$ cat src/kbd_pkg.sv
package kbd_pkg;

   // Byte received from the keyboard
   typedef logic [7:0] scan_code_t;

   // Single ASCII character
   typedef logic [7:0] ascii_t;

   // Wrapping count of key presses
   typedef logic [7:0] press_count_t;

   // One decoded key event
   typedef struct packed {
      ascii_t ascii;
      logic   pressed;
      logic   released;
   } key_event_t;

   // PS/2 receiver states
   typedef enum logic [1:0] {
      st_idle,
      st_data,
      st_parity,
      st_stop
   } rx_state_t;

   // Set-2 prefix codes
   localparam scan_code_t code_break    = 8'hF0;
   localparam scan_code_t code_extended = 8'hE0;

   // Set-2 shift keys
   localparam scan_code_t code_lshift = 8'h12;
   localparam scan_code_t code_rshift = 8'h59;

endpackage

$ cat src/ps2_rx.sv
`timescale 1ns/100ps

module ps2_rx import kbd_pkg::*; (
   input  logic       CLOCK_50,
   input  logic       rst,
   input  logic       ps2_clk,
   input  logic       ps2_dat,
   input  logic       expired,
   output logic       byte_valid,
   output scan_code_t rx_byte,
   output logic       frame_busy,
   output logic       clk_fall
);

   // Two-flop synchronizers for both lines
   logic clk_meta;
   logic clk_sync;
   logic dat_meta;
   logic dat_sync;

   // Previous synchronized clock level
   logic clk_prev;

   rx_state_t  state;
   logic [2:0] bit_cnt;
   scan_code_t shift_reg;
   logic       parity_acc;
   logic       parity_ok;

   // Lines idle high, so reset to 1 to avoid a false edge
   always_ff @(posedge CLOCK_50) begin
      if (rst) begin
         clk_meta <= 1'b1;
         clk_sync <= 1'b1;
         dat_meta <= 1'b1;
         dat_sync <= 1'b1;
         clk_prev <= 1'b1;
         clk_fall <= 1'b0;
      end else begin
         clk_meta <= ps2_clk;
         clk_sync <= clk_meta;
         dat_meta <= ps2_dat;
         dat_sync <= dat_meta;
         clk_prev <= clk_sync;
         clk_fall <= clk_prev & ~clk_sync;
      end
   end

   assign frame_busy = (state != st_idle);

   always_ff @(posedge CLOCK_50) begin
      if (rst) begin
         state      <= st_idle;
         bit_cnt    <= '0;
         parity_acc <= 1'b0;
         parity_ok  <= 1'b0;
         byte_valid <= 1'b0;
      end else begin
         byte_valid <= 1'b0;
         if (expired) begin
            // Stalled frame, drop the partial byte
            state <= st_idle;
         end else if (clk_fall) begin
            case (state)
               st_idle: begin
                  if (!dat_sync) begin
                     state      <= st_data;
                     bit_cnt    <= '0;
                     parity_acc <= 1'b0;
                  end
               end
               st_data: begin
                  // LSB first
                  shift_reg  <= {dat_sync, shift_reg[7:1]};
                  parity_acc <= parity_acc ^ dat_sync;
                  bit_cnt    <= bit_cnt + 3'd1;
                  if (bit_cnt == 3'd7) begin
                     state <= st_parity;
                  end
               end
               st_parity: begin
                  // Odd parity over data plus parity bit
                  parity_ok <= parity_acc ^ dat_sync;
                  state     <= st_stop;
               end
               st_stop: begin
                  if (dat_sync && parity_ok) begin
                     byte_valid <= 1'b1;
                     rx_byte    <= shift_reg;
                  end
                  state <= st_idle;
               end
               default: state <= st_idle;
            endcase
         end
      end
   end

endmodule

$ cat src/frame_watchdog.sv
`timescale 1ns/100ps

module frame_watchdog #(
   parameter int TIMEOUT_CYCLES = 50000
) (
   input  logic CLOCK_50,
   input  logic rst,
   input  logic frame_busy,
   input  logic clk_fall,
   output logic expired
);

   localparam int CNT_W = $clog2(TIMEOUT_CYCLES + 1);

   logic [CNT_W-1:0] idle_cnt;

   // Idle cycles since the last PS/2 clock edge of the current frame
   always_ff @(posedge CLOCK_50) begin
      if (rst) begin
         idle_cnt <= '0;
         expired  <= 1'b0;
      end else begin
         expired <= 1'b0;
         if (!frame_busy || clk_fall) begin
            idle_cnt <= '0;
         end else if (idle_cnt == CNT_W'(TIMEOUT_CYCLES - 1)) begin
            // Single pulse, then start over
            idle_cnt <= '0;
            expired  <= 1'b1;
         end else begin
            idle_cnt <= idle_cnt + 1'b1;
         end
      end
   end

endmodule

$ cat src/scan_decoder.sv
`timescale 1ns/100ps

module scan_decoder import kbd_pkg::*; (
   input  logic       CLOCK_50,
   input  logic       rst,
   input  logic       byte_valid,
   input  scan_code_t rx_byte,
   output key_event_t key_event
);

   logic   break_pending;
   logic   ext_pending;
   logic   lshift;
   logic   rshift;
   ascii_t base_ascii;
   ascii_t shifted_ascii;

   // Set-2 make code to lower case ASCII, zero when unmapped
   function automatic ascii_t code_to_ascii(input scan_code_t code);
      ascii_t result;
      case (code)
         8'h1C: result = "a";
         8'h32: result = "b";
         8'h21: result = "c";
         8'h23: result = "d";
         8'h24: result = "e";
         8'h2B: result = "f";
         8'h34: result = "g";
         8'h33: result = "h";
         8'h43: result = "i";
         8'h3B: result = "j";
         8'h42: result = "k";
         8'h4B: result = "l";
         8'h3A: result = "m";
         8'h31: result = "n";
         8'h44: result = "o";
         8'h4D: result = "p";
         8'h15: result = "q";
         8'h2D: result = "r";
         8'h1B: result = "s";
         8'h2C: result = "t";
         8'h3C: result = "u";
         8'h2A: result = "v";
         8'h1D: result = "w";
         8'h22: result = "x";
         8'h35: result = "y";
         8'h1A: result = "z";
         8'h45: result = "0";
         8'h16: result = "1";
         8'h1E: result = "2";
         8'h26: result = "3";
         8'h25: result = "4";
         8'h2E: result = "5";
         8'h36: result = "6";
         8'h3D: result = "7";
         8'h3E: result = "8";
         8'h46: result = "9";
         8'h29: result = " ";
         8'h5A: result = 8'h0D;
         default: result = 8'h00;
      endcase
      return result;
   endfunction

   assign base_ascii = code_to_ascii(rx_byte);

   // Shift only affects letters
   always_comb begin
      shifted_ascii = base_ascii;
      if ((lshift || rshift) && base_ascii >= "a" && base_ascii <= "z") begin
         shifted_ascii = base_ascii - 8'd32;
      end
   end

   always_ff @(posedge CLOCK_50) begin
      if (rst) begin
         break_pending      <= 1'b0;
         ext_pending        <= 1'b0;
         lshift             <= 1'b0;
         rshift             <= 1'b0;
         key_event.pressed  <= 1'b0;
         key_event.released <= 1'b0;
      end else begin
         key_event.pressed  <= 1'b0;
         key_event.released <= 1'b0;
         if (byte_valid) begin
            if (rx_byte == code_break) begin
               break_pending <= 1'b1;
            end else if (rx_byte == code_extended) begin
               ext_pending <= 1'b1;
            end else begin
               break_pending <= 1'b0;
               ext_pending   <= 1'b0;
               if (break_pending && !ext_pending) begin
                  if (rx_byte == code_lshift) lshift <= 1'b0;
                  if (rx_byte == code_rshift) rshift <= 1'b0;
                  key_event.released <= 1'b1;
                  key_event.ascii    <= shifted_ascii;
               end else if (!break_pending && !ext_pending) begin
                  if (rx_byte == code_lshift) begin
                     lshift <= 1'b1;
                  end else if (rx_byte == code_rshift) begin
                     rshift <= 1'b1;
                  end else if (base_ascii != 8'h00) begin
                     key_event.pressed <= 1'b1;
                     key_event.ascii   <= shifted_ascii;
                  end
               end
            end
         end
      end
   end

endmodule

$ cat src/console_port.sv
`timescale 1ns/100ps

module console_port import kbd_pkg::*; (
   input  logic         CLOCK_50,
   input  logic         rst,
   input  key_event_t   key_event,
   output logic         console_write,
   output logic [31:0]  console_writedata,
   output ascii_t       ledg,
   output press_count_t ledr
);

   // Write strobe, last character and press count
   always_ff @(posedge CLOCK_50) begin
      if (rst) begin
         console_write <= 1'b0;
         ledg          <= '0;
         ledr          <= '0;
      end else begin
         console_write <= key_event.pressed;
         if (key_event.pressed) begin
            ledg <= key_event.ascii;
            ledr <= ledr + 1'b1;
         end
      end
   end

   // Zero-extended character for the console data register
   always_ff @(posedge CLOCK_50) begin
      if (key_event.pressed) begin
         console_writedata <= {{(32 - $bits(ascii_t)){1'b0}}, key_event.ascii};
      end
   end

endmodule

$ cat src/kbd_console_top.sv
`timescale 1ns/100ps

module kbd_console_top import kbd_pkg::*; #(
   parameter int TIMEOUT_CYCLES = 50000
) (
   input  logic         CLOCK_50,
   input  logic         rst,
   input  logic         ps2_clk,
   input  logic         ps2_dat,
   output logic         console_write,
   output logic [31:0]  console_writedata,
   output ascii_t       ledg,
   output press_count_t ledr
);

   logic       byte_valid;
   scan_code_t rx_byte;
   logic       frame_busy;
   logic       clk_fall;
   logic       expired;
   key_event_t key_event;

   // Keyboard frame receiver
   ps2_rx ps2_rx_i (
      .CLOCK_50   (CLOCK_50),
      .rst        (rst),
      .ps2_clk    (ps2_clk),
      .ps2_dat    (ps2_dat),
      .expired    (expired),
      .byte_valid (byte_valid),
      .rx_byte    (rx_byte),
      .frame_busy (frame_busy),
      .clk_fall   (clk_fall)
   );

   frame_watchdog #(
      .TIMEOUT_CYCLES (TIMEOUT_CYCLES)
   ) frame_watchdog_i (
      .CLOCK_50   (CLOCK_50),
      .rst        (rst),
      .frame_busy (frame_busy),
      .clk_fall   (clk_fall),
      .expired    (expired)
   );

   scan_decoder scan_decoder_i (
      .CLOCK_50   (CLOCK_50),
      .rst        (rst),
      .byte_valid (byte_valid),
      .rx_byte    (rx_byte),
      .key_event  (key_event)
   );

   // Console write port and LEDs
   console_port console_port_i (
      .CLOCK_50          (CLOCK_50),
      .rst               (rst),
      .key_event         (key_event),
      .console_write     (console_write),
      .console_writedata (console_writedata),
      .ledg              (ledg),
      .ledr              (ledr)
   );

endmodule

$ cat config.mk
export PLATFORM = sky130hd
export DESIGN_NAME = kbd_console_top
export DESIGN_NICKNAME = d
export VERILOG_FILES = /design/src/kbd_pkg.sv /design/src/ps2_rx.sv /design/src/frame_watchdog.sv /design/src/scan_decoder.sv /design/src/console_port.sv /design/src/kbd_console_top.sv
export SDC_FILE = /design/constraint.sdc
export NUM_CORES = 1
export LEC_CHECK = 0
export ABC_AREA = 1
export BUFFER_PORTS_ARGS = -buffer_cell sky130_fd_sc_hd__buf_2
export CAP_MARGIN = 20
export CORE_MARGIN = 3
export CORE_UTILIZATION = 45
export CTS_CLUSTER_SIZE = 10
export DETAILED_ROUTE_END_ITERATION = 6
export SETUP_SLACK_MARGIN = 0.02
export SKIP_LAST_GASP = 1
export SYNTH_ARGS = -nofsm -noshare
export SYNTH_HDL_FRONTEND = slang
export SYNTH_HIERARCHICAL = 1
export SYNTH_SLANG_ARGS = --single-unit
$ cat constraint.sdc
create_clock -name CLOCK_50 -period 3 [get_ports CLOCK_50]
set_input_delay 0.45 -clock CLOCK_50 [delete_from_list [all_inputs] [get_ports CLOCK_50]]
set_output_delay 0.45 -clock CLOCK_50 [all_outputs]
set_load 0.05 [all_outputs]
### Word-level counts from Yosys, hierarchy flattened

Memories as Yosys holds them, arrays and structs flattened. A register that Yosys moved wholly into a read port is not among the register bits.
Index checks and enable logic that the tools add are counted.

| word-level totals | value |
|---|---|
| register bits after elaboration | 85 |
| output and inout bits | 49 |
| bits in writable memories | 0 |
| input bits | 4 |
| bits in latches | 0 |
| ROM bits | 896 |
| memories kept | 1 |

| operators by class | value |
|---|---|
| div/mod/pow operators | 0 |
| shift operators | 0 |
| multiplexer cells | 29 |
| $mul | 0 |
| add/subtract/negate cells | 4 |
| bitwise gates (word level) | 11 |
| magnitude comparators | 2 |
| reduce and logical (&&, ||, !) cells | 32 |
| eq/ne operators | 15 |

Memory list:

| name | words | width | rd ports | clocked after memory_dff | write ports | RTL line | source |
|---|---|---|---|---|---|---|---|
| (name not given) | 128 | 7 | 1 | 1 | 0 | scan_decoder.sv:21 | `case (code)` |

Operators by type and width:

| cell | number |
|---|---|
| $mux 9 | 4 |
| $mux 8 | 3 |
| $add 16x1->16 const B | 1 |
| $eq 16x16->1 const B | 1 |
| $eq 8x8->1 const B | 2 |
| $mux 1 | 15 |
| $reduce_and 5->1 | 2 |
| $reduce_bool 2->1 | 5 |
| $not 1->1 | 9 |
| $add 8x1->8 const B | 1 |
| $eq 8x5->1 const B | 1 |
| $eq 8x7->1 const B | 1 |
| $ge 8x7->1 const B | 1 |
| $le 8x7->1 const B | 1 |
| $ne 2x1->1 const B | 4 |
| $pmux 2 s4 | 1 |
| $reduce_and 4->1 | 2 |
| $reduce_and 8->1 | 1 |
| $reduce_bool 8->1 | 1 |
| $reduce_or 8->1 | 1 |
| $sub 8x6->8 const B | 1 |
| $mux 7 | 1 |
| $reduce_and 7->1 | 1 |
| $pmux 3 s2 | 1 |
| other kinds (19) | 32 |

### Depth between registers and ports, before layout

| depth | value |
|---|---|
| depth in word-level cells | 10 |
| depth in mapped cells | 16 |
| mapped depth without buffers | 16 |

### By module

The synthesis kept the hierarchy.

By module, submodules not included:

| module | instances | cells an instance | area an instance (um^2) | sequential area each (um^2) |
|---|---|---|---|---|
| scan_decoder | 1 | 268 | 1,570.3 | 360.3 |
| ps2_rx | 1 | 103 | 1,148.6 | 760.7 |
| console_port | 1 | 118 | 1,072.3 | 580.6 |
| frame_watchdog | 1 | 134 | 869.6 | 340.3 |

### Worst setup path before layout

No wires, ideal clock.

| path | value |
|---|---|
| kind | flip-flop to flip-flop |
| from | reg ps2_rx_i/rx_byte[1] (netlist name) |
| to | reg scan_decoder_i/key_event[8] (netlist name) |
| buffers on the path | 0 |
| stages on the path, launching flop included | 16 |
| data arrival time | 2.032 ns |
| data required time | 2.748 ns |
| setup slack | 0.716 ns |
| period minus slack after synthesis | 2.284 ns |
| path through | edfxtp_1 > inv_1 > ha_1 > inv_1 > nand2_1 > nand2_1 > o21ai_0 > nand3_1 > o21bai_2 > inv_1 > ha_1 > inv_1 > nor2_1 > nand3_1 > nand2_1 > nor2_1 |

==> results_dict.tcl <==
set metrics [dict create \
    status "complete, no violations" \
    crit_chain "inv_1 > ha_1 > inv_1 > nand2_1 > nand2_1 > o21ai_0 > nand3_1 > o21bai_2 > inv_1 > ha_1 > inv_1 > nor2_1 > nand3_1 > nand2_1 > nor2_1" \
    first_pass_iters 5 \
    hold_end "ps2_rx_i/dat_meta" \
    root_buffer "clkbuf_8" \
    num_antenna_cells 0 \
    dp_hpwl_microns 6900 \
    io_pins 53 \
    fin_nets 675 \
    drc_errors 0 \
    io_buffers 28 \
    dieArea_sq_mm 0.0116 \
    leakage_nw 2.22 \
    wl_per_cell_microns 11.3 \
    critical_path_required_ns 3.10 \
    tightest_slew_ns 0.643 \
    cp_max_fo 7 \
    cts_buffers 9 \
    crit_family "adder cells" \
    hp-start "ps2_dat" \
    h-tree-depth 3 \
    layout_setup_ws_ns 0.397 \
    setup_viol 0 \
    core-area_sq_mm 0.00991 \
    syn_inst 621 \
    crit_buf_inv 4 \
    syn_area_per_cell_sq_um 7.46 \
    cp_common_cell "inv_1" \
    die_h_microns 107 \
    overflow 0 \
    hp-class "in -> reg" \
    path_clk_slew_ns 0.08 \
    finalSetupTns_ns 0 \
    final_max_slew_viol_count 0 \
    yosysWarningCount 6 \
    r2r_slack_ns 0.40 \
    path_class "reg -> reg" \
    worst_ep_arrival_time_ns 2.71 \
    post_drt_via_cell_ratio 4.75 \
    grt_max_degree 24 \
    path_depth 15 \
    max_slew_margin_pct 57.0 \
    pwr_density_cell_mw_per_mm2 410 \
    worst_path_max_delay_cell "edfxtp_1" \
    die_w_microns 107 \
    initial_utilization_pct 46.8 \
    grt_first_pass_wirelength_microns 15300 \
    largest-register "frame_watchdog_i/idle_cnt" \
    routed_wl_microns 8920 \
    area_growth_pct 7.77 \
    min_path_cells 2 \
    antenna_left 0 \
    holdWs_ns 0.287 \
    synth_area_sq_mm 0.00464 \
    ctsResizeCount 0 \
    drive_gt1_share_pct 12.6 \
    drtIter0Drc 268 \
    ir_drop_mv 0.331 \
    insertion_delay_ns 0.35 \
    dp_slack_ns 0.446 \
    num_vias 3761 \
    worst-r2r-cell-count 15 \
    fmax_mhz 384 \
    timing.rr.start "ps2_rx_i/rx_byte[1]" \
    finalHoldViolCount 0 \
    cp_slowest_stage_delay_ns 0.50 \
    rr_endpoint "scan_decoder_i/key_event[8]" \
    cts_tree "yes" \
    cts_hold_repair.buffers 0 \
    cap_violations 0 \
    clockBufferDepth 2 \
    antenna_found_initial 0 \
    post_cts_buffers 0 \
    num_rows 36 \
    gr-usage-all-layers_pct 16.3 \
    largestRegisters "frame_watchdog_i/idle_cnt (16), scan_decoder_i/key_event (9)" \
    largest_reg_flops 16 \
    cts_sinks 85 \
    rsz0062_at_grt "false" \
    fin_crit_ns 2.60 \
    finalCritPeriodShare_pct 86.8 \
    routabilityCongestion 0.892 \
    start_kind "flip-flop" \
    endpoint_kind "flip-flop" \
    skew_ns 0.00935 \
    first_global_vias 3459 \
]
## cells in the final DEF, fill, tap and decap left out, types with 7 or more instances in the layout
cell	instances
nand2_1	135
nor2_1	107
inv_1	77
dfxtp_1	53
nand3_1	47
edfxtp_1	32
a21oi_1	28
buf_2	28
o21ai_0	26
conb_1	24
ha_1	17
clkbuf_8	10
nand4_1	10
or2_2	8
nand2_2	7
## per-stage QoR
stage | instance area, sq um | cells | utilization [%] | total power [mW]
6_report | 5000 | 792 | 50.4 | 2.05
5_1_grt | 5000 | 792 | 50.4 | 2.15
4_1_cts | 5000 | 792 | 50.4 | 2.09
3_5_place_dp | 4800 | 776 | 48.4 | 1.31
3_3_place_gp | 4800 | 776 | 48.4 | 1.31
2_1_floorplan | 4720 | 644 | - | 1.33
## area by class of cell
type	instances	area, sq um
Clock inverter	4	28.8
Fill cell	1012	4910
Sequential cell	85	2020
Tap cell	133	166
Clock buffer	12	166
Inverter	85	322
Multi-Input combinational cell	442	2130
Timing Repair Buffer	31	163
## metal layers
layer  track usage (%)  up-vias  wire (microns)
li1                  -     1978               -
met1              20.4     1669            3940
met2              27.5      101            4390
met3              3.96       13             456
met4              5.86        0             134
met5                 0        -               0
## where the power goes
part	switching [mW]	internal (mW)	total, mW
clock	0.388	0.376	0.764
combinational	0.0813	0.00822	0.0895
sequential	0.00268	1.19	1.19
## how the worst max path moves through the flow
stage,startpoint,to,slack [ns]
after floorplan,ps2_rx_i/rx_byte[1],scan_decoder_i/key_event[8],0.72
after global placement,ps2_rx_i/rx_byte[1],scan_decoder_i/key_event[8],0.55
after detailed placement,ps2_rx_i/rx_byte[1],scan_decoder_i/key_event[8],0.45
after CTS,ps2_rx_i/rx_byte[1],scan_decoder_i/key_event[8],0.43
after global routing,ps2_rx_i/rx_byte[1],scan_decoder_i/key_event[8],0.10
final,ps2_rx_i/rx_byte[1],scan_decoder_i/key_event[8],0.40
Power figures use the tool's default switching activity.
